## src/common/s1c88_settings.svh

```systemverilog
`ifndef S1C88_SETTINGS_SVH
`define S1C88_SETTINGS_SVH

// external bus widths
`define S1C88_ADDR_W 24
`define S1C88_DATA_W 8

`define S1C88_PC_W 16

// microcode address width and the number of words actually used
`define S1C88_UPC_W 5
`define S1C88_UCODE_DEPTH 15

// low byte of the reset vector, the high byte follows it
`define S1C88_RESET_VECTOR 0

`endif

```

## src/common/s1c88_pkg.sv

```systemverilog
`default_nettype none

`include "s1c88_settings.svh"

package s1c88_pkg;

    // bus_status codes
    typedef enum logic [1:0]
    {
        BUS_IDLE      = 2'd0,
        BUS_MEM_WRITE = 2'd2,
        BUS_MEM_READ  = 2'd3
    } bus_cmd_t;

    typedef enum logic [1:0]
    {
        ALU_PASS = 2'd0,
        ALU_AND  = 2'd1,
        ALU_OR   = 2'd2,
        ALU_XOR  = 2'd3
    } alu_op_t;

    // zero in every field gives a blank internal step
    typedef enum logic [2:0]
    {
        UOP_INT = 3'd0,
        UOP_RD  = 3'd1,
        UOP_WR  = 3'd2
    } uop_kind_t;

    typedef enum logic [1:0]
    {
        ADDR_PC  = 2'd0,
        ADDR_BRP = 2'd1
    } uop_addr_t;

    typedef enum logic [2:0]
    {
        SRC_IMM = 3'd0,
        SRC_A   = 3'd1,
        SRC_ALU = 3'd2,
        SRC_RD  = 3'd3
    } uop_src_t;

    typedef enum logic [2:0]
    {
        DST_NONE = 3'd0,
        DST_A    = 3'd1,
        DST_BR   = 3'd2,
        DST_AA   = 3'd3,
        DST_AB   = 3'd4
    } uop_dst_t;

    typedef struct packed
    {
        uop_kind_t kind;
        uop_addr_t addr_sel;
        uop_src_t  src;
        uop_dst_t  dst;
        alu_op_t   alu_op;
        logic      last;
    } micro_op_t;

    typedef struct packed
    {
        bus_cmd_t                 cmd;
        logic [`S1C88_ADDR_W-1:0] address;
        logic [`S1C88_DATA_W-1:0] wdata;
    } bus_req_t;

endpackage

`default_nettype wire

```

## src/cpu/s1c88_microcode_rom.sv

```systemverilog
`timescale 1ns/1ps
`default_nettype none

`include "s1c88_settings.svh"

module s1c88_microcode_rom
(
    input  wire logic [`S1C88_DATA_W-1:0] opcode,
    input  wire logic [`S1C88_UPC_W-1:0]  uaddr,
    output logic [`S1C88_UPC_W-1:0]       start_uaddr,
    output s1c88_pkg::micro_op_t          uop
);

    function automatic s1c88_pkg::micro_op_t make_uop
    (
        input s1c88_pkg::uop_kind_t kind,
        input s1c88_pkg::uop_addr_t addr_sel,
        input s1c88_pkg::uop_src_t  src,
        input s1c88_pkg::uop_dst_t  dst,
        input s1c88_pkg::alu_op_t   alu_op,
        input logic                 last
    );
        s1c88_pkg::micro_op_t op;
        op.kind = kind;
        op.addr_sel = addr_sel;
        op.src = src;
        op.dst = dst;
        op.alu_op = alu_op;
        op.last = last;
        return op;
    endfunction

    // translation table, anything unlisted runs the no-op at 0
    always_comb
    begin
        case (opcode)
            8'hB4:   start_uaddr = 5'd1;
            8'h44:   start_uaddr = 5'd2;
            8'h45:   start_uaddr = 5'd3;
            8'hDD:   start_uaddr = 5'd4;
            8'hD8:   start_uaddr = 5'd6;
            8'hD9:   start_uaddr = 5'd9;
            8'hDA:   start_uaddr = 5'd12;
            default: start_uaddr = 5'd0;
        endcase
    end

    // ll comes from the immediate read, #nn is fetched by the first micro step
    always_comb
    begin
        case (uaddr)
            5'd1:
                uop = make_uop(s1c88_pkg::UOP_INT, s1c88_pkg::ADDR_PC, s1c88_pkg::SRC_IMM,
                               s1c88_pkg::DST_BR, s1c88_pkg::ALU_PASS, 1'b1);
            5'd2:
                uop = make_uop(s1c88_pkg::UOP_RD, s1c88_pkg::ADDR_BRP, s1c88_pkg::SRC_RD,
                               s1c88_pkg::DST_A, s1c88_pkg::ALU_PASS, 1'b1);
            5'd3:
                uop = make_uop(s1c88_pkg::UOP_WR, s1c88_pkg::ADDR_BRP, s1c88_pkg::SRC_A,
                               s1c88_pkg::DST_NONE, s1c88_pkg::ALU_PASS, 1'b1);
            5'd4, 5'd6, 5'd9, 5'd12:
                uop = make_uop(s1c88_pkg::UOP_RD, s1c88_pkg::ADDR_PC, s1c88_pkg::SRC_RD,
                               s1c88_pkg::DST_AB, s1c88_pkg::ALU_PASS, 1'b0);
            5'd5:
                uop = make_uop(s1c88_pkg::UOP_WR, s1c88_pkg::ADDR_BRP, s1c88_pkg::SRC_ALU,
                               s1c88_pkg::DST_NONE, s1c88_pkg::ALU_PASS, 1'b1);
            5'd7, 5'd10, 5'd13:
                uop = make_uop(s1c88_pkg::UOP_RD, s1c88_pkg::ADDR_BRP, s1c88_pkg::SRC_RD,
                               s1c88_pkg::DST_AA, s1c88_pkg::ALU_PASS, 1'b0);
            // read-modify-write result goes back to the same page address
            5'd8:
                uop = make_uop(s1c88_pkg::UOP_WR, s1c88_pkg::ADDR_BRP, s1c88_pkg::SRC_ALU,
                               s1c88_pkg::DST_NONE, s1c88_pkg::ALU_AND, 1'b1);
            5'd11:
                uop = make_uop(s1c88_pkg::UOP_WR, s1c88_pkg::ADDR_BRP, s1c88_pkg::SRC_ALU,
                               s1c88_pkg::DST_NONE, s1c88_pkg::ALU_OR, 1'b1);
            5'd14:
                uop = make_uop(s1c88_pkg::UOP_WR, s1c88_pkg::ADDR_BRP, s1c88_pkg::SRC_ALU,
                               s1c88_pkg::DST_NONE, s1c88_pkg::ALU_XOR, 1'b1);
            default:
                uop = make_uop(s1c88_pkg::UOP_INT, s1c88_pkg::ADDR_PC, s1c88_pkg::SRC_IMM,
                               s1c88_pkg::DST_NONE, s1c88_pkg::ALU_PASS, 1'b1);
        endcase
    end

endmodule

`default_nettype wire

```

## src/cpu/s1c88_datapath.sv

```systemverilog
`timescale 1ns/1ps
`default_nettype none

`include "s1c88_settings.svh"

module s1c88_datapath
(
    input  wire logic                     clk,
    input  wire logic                     reset,
    input  wire s1c88_pkg::micro_op_t     exec_uop,
    input  wire logic                     step_done,
    input  wire logic [`S1C88_DATA_W-1:0] rdata,
    input  wire logic [`S1C88_DATA_W-1:0] imm,
    output logic [`S1C88_DATA_W-1:0]      br,
    output logic [`S1C88_DATA_W-1:0]      wdata
);

    logic [`S1C88_DATA_W-1:0] a_reg;
    logic [`S1C88_DATA_W-1:0] br_reg;
    logic [`S1C88_DATA_W-1:0] alu_a;
    logic [`S1C88_DATA_W-1:0] alu_b;
    logic [`S1C88_DATA_W-1:0] alu_r;
    logic [`S1C88_DATA_W-1:0] src_val;

    always_comb
    begin
        case (exec_uop.alu_op)
            s1c88_pkg::ALU_AND: alu_r = alu_a & alu_b;
            s1c88_pkg::ALU_OR:  alu_r = alu_a | alu_b;
            s1c88_pkg::ALU_XOR: alu_r = alu_a ^ alu_b;
            default:            alu_r = alu_b;
        endcase
    end

    always_comb
    begin
        case (exec_uop.src)
            s1c88_pkg::SRC_A:   src_val = a_reg;
            s1c88_pkg::SRC_ALU: src_val = alu_r;
            s1c88_pkg::SRC_RD:  src_val = rdata;
            default:            src_val = imm;
        endcase
    end

    // same selection feeds the write cycle
    assign wdata = src_val;
    assign br = br_reg;

    always_ff @(posedge clk or posedge reset)
    begin
        if (reset)
        begin
            a_reg  <= '0;
            br_reg <= '0;
        end
        else if (step_done)
        begin
            if (exec_uop.dst == s1c88_pkg::DST_A)
                a_reg <= src_val;
            if (exec_uop.dst == s1c88_pkg::DST_BR)
                br_reg <= src_val;
        end
    end

    // operand latches
    always_ff @(posedge clk)
    begin
        if (step_done && exec_uop.dst == s1c88_pkg::DST_AA)
            alu_a <= src_val;
        if (step_done && exec_uop.dst == s1c88_pkg::DST_AB)
            alu_b <= src_val;
    end

endmodule

`default_nettype wire

```

## src/cpu/s1c88_bus_unit.sv

```systemverilog
`timescale 1ns/1ps
`default_nettype none

`include "s1c88_settings.svh"

module s1c88_bus_unit
(
    input  wire logic                     clk,
    input  wire logic                     reset,
    input  wire s1c88_pkg::bus_req_t      req,
    input  wire logic                     fetching,
    input  wire logic [`S1C88_DATA_W-1:0] data_in,
    output logic                          cycle_end,
    output logic [`S1C88_DATA_W-1:0]      rdata,
    output logic [`S1C88_ADDR_W-1:0]      address_out,
    output logic [`S1C88_DATA_W-1:0]      data_out,
    output s1c88_pkg::bus_cmd_t           bus_status,
    output logic                          read,
    output logic                          write,
    output logic                          sync
);

    logic                     phase;
    logic [`S1C88_DATA_W-1:0] rdata_q;

    // second clock of the machine cycle
    assign cycle_end = phase;

    // live data while the strobe is up, last captured byte otherwise
    assign rdata = read ? data_in : rdata_q;

    always_ff @(posedge clk or posedge reset)
    begin
        if (reset)
        begin
            phase       <= 1'b0;
            address_out <= '1;
            data_out    <= '1;
            bus_status  <= s1c88_pkg::BUS_IDLE;
            read        <= 1'b0;
            write       <= 1'b0;
            sync        <= 1'b0;
        end
        else
        begin
            phase <= ~phase;
            if (!phase)
            begin
                address_out <= req.address;
                bus_status  <= req.cmd;
                if (req.cmd == s1c88_pkg::BUS_MEM_WRITE)
                    data_out <= req.wdata;
                read  <= (req.cmd == s1c88_pkg::BUS_MEM_READ);
                write <= (req.cmd == s1c88_pkg::BUS_MEM_WRITE);
            end
            else
            begin
                read  <= 1'b0;
                write <= 1'b0;
                // sync covers both clocks of the coming fetch cycle
                sync  <= fetching;
            end
        end
    end

    always_ff @(posedge clk)
    begin
        if (read)
            rdata_q <= data_in;
    end

    a_one_strobe: assert property (@(posedge clk) disable iff (reset)
        !(read && write));

    a_strobe_phase: assert property (@(posedge clk) disable iff (reset)
        (read || write) |-> phase);

endmodule

`default_nettype wire

```

## src/cpu/s1c88_sequencer.sv

```systemverilog
`timescale 1ns/1ps
`default_nettype none

`include "s1c88_settings.svh"

module s1c88_sequencer
(
    input  wire logic                     clk,
    input  wire logic                     reset,
    input  wire logic                     cycle_end,
    input  wire logic [`S1C88_DATA_W-1:0] rdata,
    input  wire logic [`S1C88_DATA_W-1:0] br,
    input  wire logic [`S1C88_DATA_W-1:0] wdata,
    input  wire logic [`S1C88_UPC_W-1:0]  start_uaddr,
    input  wire s1c88_pkg::micro_op_t     uop,
    output logic [`S1C88_DATA_W-1:0]      opcode,
    output logic [`S1C88_UPC_W-1:0]       uaddr,
    output s1c88_pkg::micro_op_t          exec_uop,
    output logic                          step_done,
    output logic [`S1C88_DATA_W-1:0]      imm,
    output s1c88_pkg::bus_req_t           req,
    output logic                          fetching
);

    localparam logic [`S1C88_ADDR_W-1:0] VEC_LO_ADDR = `S1C88_RESET_VECTOR;
    localparam logic [`S1C88_ADDR_W-1:0] VEC_HI_ADDR = `S1C88_RESET_VECTOR + 1;

    typedef enum logic [2:0]
    {
        ST_VEC_LO,
        ST_VEC_HI,
        ST_FETCH,
        ST_IMM,
        ST_EXEC
    } state_t;

    state_t                   state;
    state_t                   state_next;
    logic [`S1C88_PC_W-1:0]   pc;
    logic [`S1C88_DATA_W-1:0] opcode_q;
    logic [`S1C88_DATA_W-1:0] imm_q;
    logic [`S1C88_UPC_W-1:0]  upc;
    logic                     need_imm;
    logic                     pc_read;

    // the opcode is only on rdata during the fetch cycle itself
    assign opcode = (state == ST_FETCH) ? rdata : opcode_q;
    assign need_imm = opcode inside {8'hB4, 8'h44, 8'h45, 8'hDD, 8'hD8, 8'hD9, 8'hDA};

    // a micro step reading at PC consumes another program byte
    assign pc_read = (uop.kind == s1c88_pkg::UOP_RD) && (uop.addr_sel == s1c88_pkg::ADDR_PC);

    assign uaddr = upc;
    assign imm = imm_q;
    assign exec_uop = (state == ST_EXEC) ? uop : '0;
    assign step_done = cycle_end && (state == ST_EXEC);
    assign fetching = (state_next == ST_FETCH);

    always_comb
    begin
        state_next = state;
        if (cycle_end)
        begin
            case (state)
                ST_VEC_LO: state_next = ST_VEC_HI;
                ST_VEC_HI: state_next = ST_FETCH;
                ST_FETCH:  state_next = need_imm ? ST_IMM : ST_EXEC;
                ST_IMM:    state_next = ST_EXEC;
                default:   state_next = uop.last ? ST_FETCH : ST_EXEC;
            endcase
        end
    end

    always_comb
    begin
        req.cmd = s1c88_pkg::BUS_MEM_READ;
        req.address = {{(`S1C88_ADDR_W - `S1C88_PC_W){1'b0}}, pc};
        req.wdata = wdata;
        case (state)
            ST_VEC_LO: req.address = VEC_LO_ADDR;
            ST_VEC_HI: req.address = VEC_HI_ADDR;
            ST_EXEC:
            begin
                case (uop.kind)
                    s1c88_pkg::UOP_RD: req.cmd = s1c88_pkg::BUS_MEM_READ;
                    s1c88_pkg::UOP_WR: req.cmd = s1c88_pkg::BUS_MEM_WRITE;
                    default:           req.cmd = s1c88_pkg::BUS_IDLE;
                endcase
                // page addressing {BR, ll}
                if (uop.addr_sel == s1c88_pkg::ADDR_BRP)
                    req.address = {{(`S1C88_ADDR_W - 2 * `S1C88_DATA_W){1'b0}}, br, imm_q};
            end
            default: ;
        endcase
    end

    always_ff @(posedge clk or posedge reset)
    begin
        if (reset)
        begin
            state <= ST_VEC_LO;
            pc    <= '0;
            upc   <= '0;
        end
        else
        begin
            state <= state_next;
            if (cycle_end)
            begin
                case (state)
                    ST_VEC_LO: pc[`S1C88_DATA_W-1:0] <= rdata;
                    ST_VEC_HI: pc[`S1C88_PC_W-1:`S1C88_DATA_W] <= rdata;
                    ST_FETCH,
                    ST_IMM:    pc <= pc + 1'b1;
                    default:
                    begin
                        if (pc_read)
                            pc <= pc + 1'b1;
                    end
                endcase
                if (state_next == ST_EXEC)
                    upc <= (state == ST_EXEC) ? upc + 1'b1 : start_uaddr;
            end
        end
    end

    always_ff @(posedge clk)
    begin
        if (cycle_end && state == ST_FETCH)
            opcode_q <= rdata;
        if (cycle_end && state == ST_IMM)
            imm_q <= rdata;
    end

    a_uaddr_in_rom: assert property (@(posedge clk) disable iff (reset)
        uaddr < `S1C88_UCODE_DEPTH);

    // the bus unit registers req mid cycle, so it must not move before cycle_end
    a_req_stable: assert property (@(posedge clk) disable iff (reset)
        !cycle_end |=> $stable(req.cmd));

endmodule

`default_nettype wire

```

## src/design/s1c88_top.sv

```systemverilog
`timescale 1ns/1ps
`default_nettype none

`include "s1c88_settings.svh"

module s1c88_top
(
    input  wire logic                     clk,
    input  wire logic                     reset,
    input  wire logic [`S1C88_DATA_W-1:0] data_in,
    output logic [`S1C88_DATA_W-1:0]      data_out,
    output logic [`S1C88_ADDR_W-1:0]      address_out,
    output s1c88_pkg::bus_cmd_t           bus_status,
    output logic                          read,
    output logic                          write,
    output logic                          sync
);

    s1c88_pkg::bus_req_t       req;
    s1c88_pkg::micro_op_t      uop;
    s1c88_pkg::micro_op_t      exec_uop;
    logic                      cycle_end;
    logic                      step_done;
    logic                      fetching;
    logic [`S1C88_DATA_W-1:0]  rdata;
    logic [`S1C88_DATA_W-1:0]  br;
    logic [`S1C88_DATA_W-1:0]  wdata;
    logic [`S1C88_DATA_W-1:0]  imm;
    logic [`S1C88_DATA_W-1:0]  opcode;
    logic [`S1C88_UPC_W-1:0]   uaddr;
    logic [`S1C88_UPC_W-1:0]   start_uaddr;

    s1c88_sequencer u_sequencer
    (
        .clk(clk),
        .reset(reset),
        .cycle_end(cycle_end),
        .rdata(rdata),
        .br(br),
        .wdata(wdata),
        .start_uaddr(start_uaddr),
        .uop(uop),
        .opcode(opcode),
        .uaddr(uaddr),
        .exec_uop(exec_uop),
        .step_done(step_done),
        .imm(imm),
        .req(req),
        .fetching(fetching)
    );

    s1c88_microcode_rom u_microcode_rom
    (
        .opcode(opcode),
        .uaddr(uaddr),
        .start_uaddr(start_uaddr),
        .uop(uop)
    );

    s1c88_datapath u_datapath
    (
        .clk(clk),
        .reset(reset),
        .exec_uop(exec_uop),
        .step_done(step_done),
        .rdata(rdata),
        .imm(imm),
        .br(br),
        .wdata(wdata)
    );

    s1c88_bus_unit u_bus_unit
    (
        .clk(clk),
        .reset(reset),
        .req(req),
        .fetching(fetching),
        .data_in(data_in),
        .cycle_end(cycle_end),
        .rdata(rdata),
        .address_out(address_out),
        .data_out(data_out),
        .bus_status(bus_status),
        .read(read),
        .write(write),
        .sync(sync)
    );

endmodule

`default_nettype wire

```

## config.mk

```make
export PLATFORM = sky130hd
export DESIGN_NAME = s1c88_top
export DESIGN_NICKNAME = d
export VERILOG_FILES = /design/src/common/s1c88_pkg.sv /design/src/cpu/s1c88_microcode_rom.sv /design/src/cpu/s1c88_datapath.sv /design/src/cpu/s1c88_bus_unit.sv /design/src/cpu/s1c88_sequencer.sv /design/src/design/s1c88_top.sv
export VERILOG_INCLUDE_DIRS = /design/src /design/src/common
export SDC_FILE = /design/constraint.sdc
export NUM_CORES = 1
export LEC_CHECK = 0
export ABC_AREA = 1
export BUFFER_PORTS_ARGS = -buffer_cell sky130_fd_sc_hd__buf_2
export CORE_AREA = 5 5 89 132
export DETAILED_ROUTE_END_ITERATION = 12
export DIE_AREA = 0 0 94 137
export GPL_TIMING_DRIVEN = 0
export PLACE_DENSITY = 0.79
export RECOVER_POWER = 25
export SYNTH_ARGS = -nofsm -noshare
export SYNTH_HDL_FRONTEND = slang
export SYNTH_SLANG_ARGS = --single-unit
```

## constraint.sdc

```tcl
create_clock -name clk -period 3.5 [get_ports clk]
set_input_delay 0 -clock clk [delete_from_list [all_inputs] [get_ports clk]]
set_output_delay 0 -clock clk [all_outputs]
set_load 0.01 [all_outputs]
```

======== Word level (Yosys, flattened, before mapping) ========
Memories as Yosys holds them, arrays and structs flattened.
Cells that the tools add are included.
operators by class
  add/subtract/negate cells ............... 2
  eq/ne operators ......................... 28
  muxes and demuxes ....................... 21
  bitwise gates (word level) .............. 6
  reductions and logical operators ........ 18
operator list
  cell                     count
  $pmux W8 S3              4
  $pmux W16 S3             1
  $eq A8 B8 Y1 const B     5
  $mux W16                 2
  $pmux W4 S7              1
  $eq A3 B2 Y1 const B     8
  $add A16 B1 Y16 const B  1
  $eq A8 B7 Y1 const B     2
  $mux W8                  2
  $mux W14                 1
  $eq A3 B1 Y1 const B     4
  $pmux W3 S4              1
  $eq A3 B3 Y1 const B     3
  $mux W3                  3
  $mux W9                  1
  $and A8 B8 Y8            1
  $eq A2 B2 Y1 const B     4
  $or A8 B8 Y8             1
  $reduce_and A2 Y1        4
  $xor A8 B8 Y8            1
  $reduce_bool A7 Y1       1
  $logic_and A1 B1 Y1      6
  $reduce_and A3 Y1        2
  $reduce_bool A3 Y1       2
  other kinds (10)         14
word-level totals
  register bits ........................... 118
  memory bits (read-only) ................. 176
  input bits .............................. 10
  output and inout port bits .............. 37
  logic and storage cells ................. 94
  memories ................................ 1
memories
  memory           depth  bits a word  rd ports  clocked after Yosys merged registers in  wr ports  line                       RTL
  (no name shown)  16     11           1         0                                        0         s1c88_microcode_rom.sv:51  case (uaddr)

======== Longest topological paths before layout ========
  depth in word-level cells ............... 9
  mapped depth ............................ 18
  depth with buffers taken out ............ 17

======== Cells and area by module ========
Synthesis repeated with hierarchy kept, for this count alone.
second synthesis, totals
  cells, all modules ...................... 985
  area, all modules ....................... 7313.3 um^2
modules (own cells, without submodules)
  module               times used  cells each  area each (um^2)  sequential area each (um^2)
  s1c88_sequencer      1           412         2905.3            1081.0
  s1c88_datapath       1           264         2080.7            880.8
  s1c88_bus_unit       1           189         1765.4            1151.1
  s1c88_microcode_rom  1           120         561.8             0.0

======== Worst setup path after synthesis ========
OpenSTA, ideal clock, no wires.
  path type ............................... flip-flop to flip-flop
  from .................................... reg u_sequencer.upc[0] (netlist: u_sequencer.uaddr[0])
  to ...................................... reg u_bus_unit.data_out[5]
  setup time .............................. 0.086 ns
  arrival time ............................ 2.381 ns
  required time ........................... 3.414 ns
  setup slack ............................. 1.033 ns
  stages on the path, launching flop included .. 17
  path buffers ............................ 1
  clock period less this slack ............ 2.467 ns
  cell sequence ........................... dfrtp_1 -> inv_1 -> ha_1 -> inv_1 -> nor2_1 -> nor2_1 -> o21ai_0 -> and2_1 -> o21a_1 -> ha_1 -> nand2_1 -> nand2_1 -> nor3_2 -> inv_1 -> buf_1 -> nand2_1 -> o21ai_0
on the way
  longest elaborated chain between the ends .. 7
  elaborated cells on any way between the ends .. 17
  those cells by class .................... eq/ne: 9; mux: 6; reduce/logical: 1; memory: 1
ends and longest elaborated chain
  what                                          line                       RTL
  start, declared                               s1c88_sequencer.sv:42      logic [`S1C88_UPC_W-1:0] upc;
  start signal, assigned                        s1c88_sequencer.sv:122     upc <= (state == ST_EXEC) ? upc + 1'b1 : start_uaddr;
  $mem_v2 Z16 W11 *                             n/a
  $mux W14 *                                    s1c88_microcode_rom.sv:51
  $eq A3 B2 Y1 or $eq A3 B1 Y1 (tied branches)  s1c88_sequencer.sv:84      case (uop.kind)
  $pmux W2 S2                                   s1c88_sequencer.sv:84
  $mux W2                                       s1c88_sequencer.sv:79      case (state)
  $eq A2 B2 Y1                                  s1c88_bus_unit.sv:51       if (req.cmd == s1c88_pkg::BUS_MEM_WRITE)
  $reduce_and A2 Y1 (no source line)            n/a
  end signal, assigned                          s1c88_bus_unit.sv:52       data_out <= req.wdata;
  end, declared                                 s1c88_bus_unit.sv:16       output logic [`S1C88_DATA_W-1:0] data_out,
Every way passes the cells marked *; elsewhere a longest branch is shown, timed or not.
A chain may end at the register's enable or synchronous reset.

======== Final worst setup path ========
Ends and elaborated chain as after synthesis.

==> flow_metrics.env <==
export IMPL_fmax_mhz=323
export IMPL_ys_dominant_reg_cell="dfrtp_1"
export IMPL_post_drt_wl_per_cell_um=16.0
export IMPL_tns_ns=0
export IMPL_post_drt_via_cell_ratio=5.49
export IMPL_synth_distinct_cells=51
export IMPL_maxSlewViolCount=72
export IMPL_clkLatencyLatePin_ns=0.35
export IMPL_hold_viol=0
export IMPL_remaining_drc_errors=0
export IMPL_async_reset_ff_share_pct=64.0
export IMPL_min_period_over_period_pct=88.4
export IMPL_cp_data_required_time_ns=3.77
export IMPL_power_density_nw_per_um2=779
export IMPL_setup_viol=0
export IMPL_vias=5268
export IMPL_gp_congestion=0.945
export IMPL_timing_rr_end="u_bus_unit.data_out[5]"
export IMPL_worst_path_max_delay_cell="dfrtp_1"
export IMPL_holdBufCountCts=1
export IMPL_path_class="flip-flop to flip-flop"
export IMPL_netlist_area_um2=6220
export IMPL_drive_gt1_share_pct=15.7
export IMPL_ant_nets=0
export IMPL_start_util_pct=59.4
export IMPL_placementRows=46
export IMPL_rsz0062_at_grt="false"
export IMPL_end_kind="flip-flop"
export IMPL_violations="max-capacitance violations, max-slew violations"
export IMPL_routed_wl_um=15300
export IMPL_critical_path_cell_chain="inv_1 > ha_1 > inv_1 > nor2_1 > nor2_1 > o21ai_0 > and2_1 > o21a_1 > ha_1 > nand2_1 > nand2_1 > nor3_2 > inv_1 > buf_1 > nand2_1 > o21ai_0"
export IMPL_grt_pass1_wl_um=25100
export IMPL_cts_root_buf="clkbuf_16"
export IMPL_clock_sinks=111
export IMPL_die_y_um=137
export IMPL_die_area_um2=12900
export IMPL_grt_start_max_net_pins=72
export IMPL_syn_nets=786
export IMPL_htreeDepth=3
export IMPL_syn_avg_cell_area_um2=8.27
export IMPL_reg2reg_setup_slack_ns=0.40
export IMPL_first_global_vias=5226
export IMPL_status="complete, but fails checks"
export IMPL_clock_skew_ns=0.00925
export IMPL_hpwl_um=11700
export IMPL_irDropWorstVdd_mv=0.500
export IMPL_power_total_mw=5.38
export IMPL_cts_buffers=9
export IMPL_cp_arrival_ns=3.36
export IMPL_cts_tree="done"
export IMPL_clk_pin_slew_worst_paths_ns=0.08
export IMPL_grtUsageTotal_pct=25.1
export IMPL_synthCells=752
export IMPL_reg_top3="u_bus_unit.address_out (17), u_sequencer.pc (16)"
export IMPL_holdPathEnd="u_bus_unit.rdata_q[0]"
export IMPL_worstHoldStart="data_in[0]"
export IMPL_ys_seq_area_share_pct=47.1
export IMPL_synth_seq_cells=111
export IMPL_cp_max_fo=10
export IMPL_gr_total_overflow=0
export IMPL_first_pass_iters=4
export IMPL_largest_reg_flops=17
export IMPL_finalNetCount=844
export IMPL_area_growth_synth_to_final_pct=11.1
export IMPL_io_pins=47
export IMPL_cts_resized_gates=0
export IMPL_clock_path_buffers=2
export IMPL_timing_slew_headroom_pct=-84.0
export IMPL_p_leak_nw=3.16
export IMPL_portBuffers=46
export IMPL_top_register="u_bus_unit.address_out"
export IMPL_dr_first_iter_drc_count=304
export IMPL_min_delay_path_class="input port to flip-flop"
export IMPL_coreArea_um2=10500
export IMPL_postCtsSetupBuffers=0
export IMPL_synth_warnings=0
export IMPL_crit_path_max_incr_delay_ns=0.45
export IMPL_whs_path_depth=3
export IMPL_diodes=0
export IMPL_synth_edf_count=32
export IMPL_die_w_um=94
export IMPL_period_needed_ns=3.10
export IMPL_tightest_slew_ns=2.76
export IMPL_r2r_cells=16
export IMPL_antenna_found_initial=0
export IMPL_cap_violations=1
export IMPL_regToRegStartpoint="u_sequencer.uaddr[0]"
export IMPL_critPathLaunchType="flip-flop"
## worst max path at each step
stage                    startpoint                     end  slack [ns]  cells past startpoint
4_1_cts        u_sequencer.uaddr[0]  u_bus_unit.data_out[5]        0.41                     16
6_report       u_sequencer.uaddr[0]  u_bus_unit.data_out[5]        0.40                     16
3_5_place_dp   u_sequencer.uaddr[0]  u_bus_unit.data_out[5]        0.43                     16
5_1_grt        u_sequencer.uaddr[0]  u_bus_unit.data_out[5]        0.13                     16
2_1_floorplan  u_sequencer.uaddr[0]  u_bus_unit.data_out[5]        1.03                     16
3_3_place_gp   u_sequencer.uaddr[0]  u_bus_unit.data_out[5]        0.48                     16
## synthesized netlist by cell type (8+ instances only)
cell / number / share of area (%)
nand3_1: 27 / 2.2
o21ai_0: 58 / 4.7
o21ai_1: 20 / 1.6
nor2_1: 58 / 3.5
nand2_1: 195 / 12
a21oi_1: 23 / 1.9
inv_2: 9 / 0.54
ha_1: 24 / 4.8
dfstp_2: 25 / 11
dfrtp_1: 46 / 19
dfxtp_1: 8 / 2.6
o211ai_1: 9 / 1.1
a31oi_1: 12 / 1.2
nand2_2: 16 / 1.6
xor2_1: 9 / 1.3
buf_4: 8 / 0.97
nand4_1: 8 / 0.80
inv_1: 86 / 5.2
edfxtp_1: 32 / 15
## stage by stage
step                setup slack, ns  instance area, um2  hold WS [ns]  util, %  instances
floorplan                      1.03                6220         0.219        -        752
global placement              0.484                6630         0.419     63.3        942
detailed placement            0.434                6630         0.255     63.3        942
CTS                           0.413                6930         0.109     66.2        959
global route                  0.133                6910         0.142     66.0        959
finish                        0.405                6910         0.106     66.0        959
## kinds of logic after synthesis
group	share of synthesized area [%]
AO/OA/AOI/OAI	13.6
XOR/XNOR	1.27
adder cells (fa/ha/maj)	4.83
buffers and inverters	8.41
flip-flops	47.1
multiplexers	0.181
AND/OR/NAND/NOR	24.6
## report_power, final
part	switching [mW]	internal (mW)	leakage [nW]
clock network	0.503	0.504	0.143
logic	1.59	0.735	1.88
registers	0.237	1.81	1.14
total	2.33	3.05	3.16
## critical path: cells and delay by family, from the launching register on
family / cells / cell delay, ns
compound gates: 3 / 0.33
simple gates: 7 / 1.03
buf+inv: 4 / 0.57
fa+ha+maj: 2 / 0.62
flops: 1 / 0.45
## layout by cell type (no fill, tap or decap), drive strengths merged, types with 5 or more instances in the layout
master	instances
dfrtp	46
o22a	6
nor2	67
nand2	214
dfxtp	8
and2	5
nand3	30
a21oi	24
inv	100
clkbuf	35
xor2	9
nand4	9
edfxtp	32
buf	47
nor3	7
dfstp	25
o211ai	9
o21ai	80
a31oi	12
ha	24
## final cells by class
cell class,instances,area [um2]
clock buffer,10,229
timing repair buffer,47,218
tap,144,180
sequential,111,2930
fill,886,3570
clock inverter,6,62.6
multi-input combinational,518,2770
inverter,97,372
buffer,26,151
## layer usage
layer,part of all wire (%),routed length [um],up-vias,GRT usage (%)
li1,-,-,2576,-
met1,39,5960,2480,29.2
met2,52,7980,170,44.5
met3,4.8,730,42,3.69
met4,4.1,628,0,12.6
met5,0,0,-,0
Power figures use the tool's default switching activity.
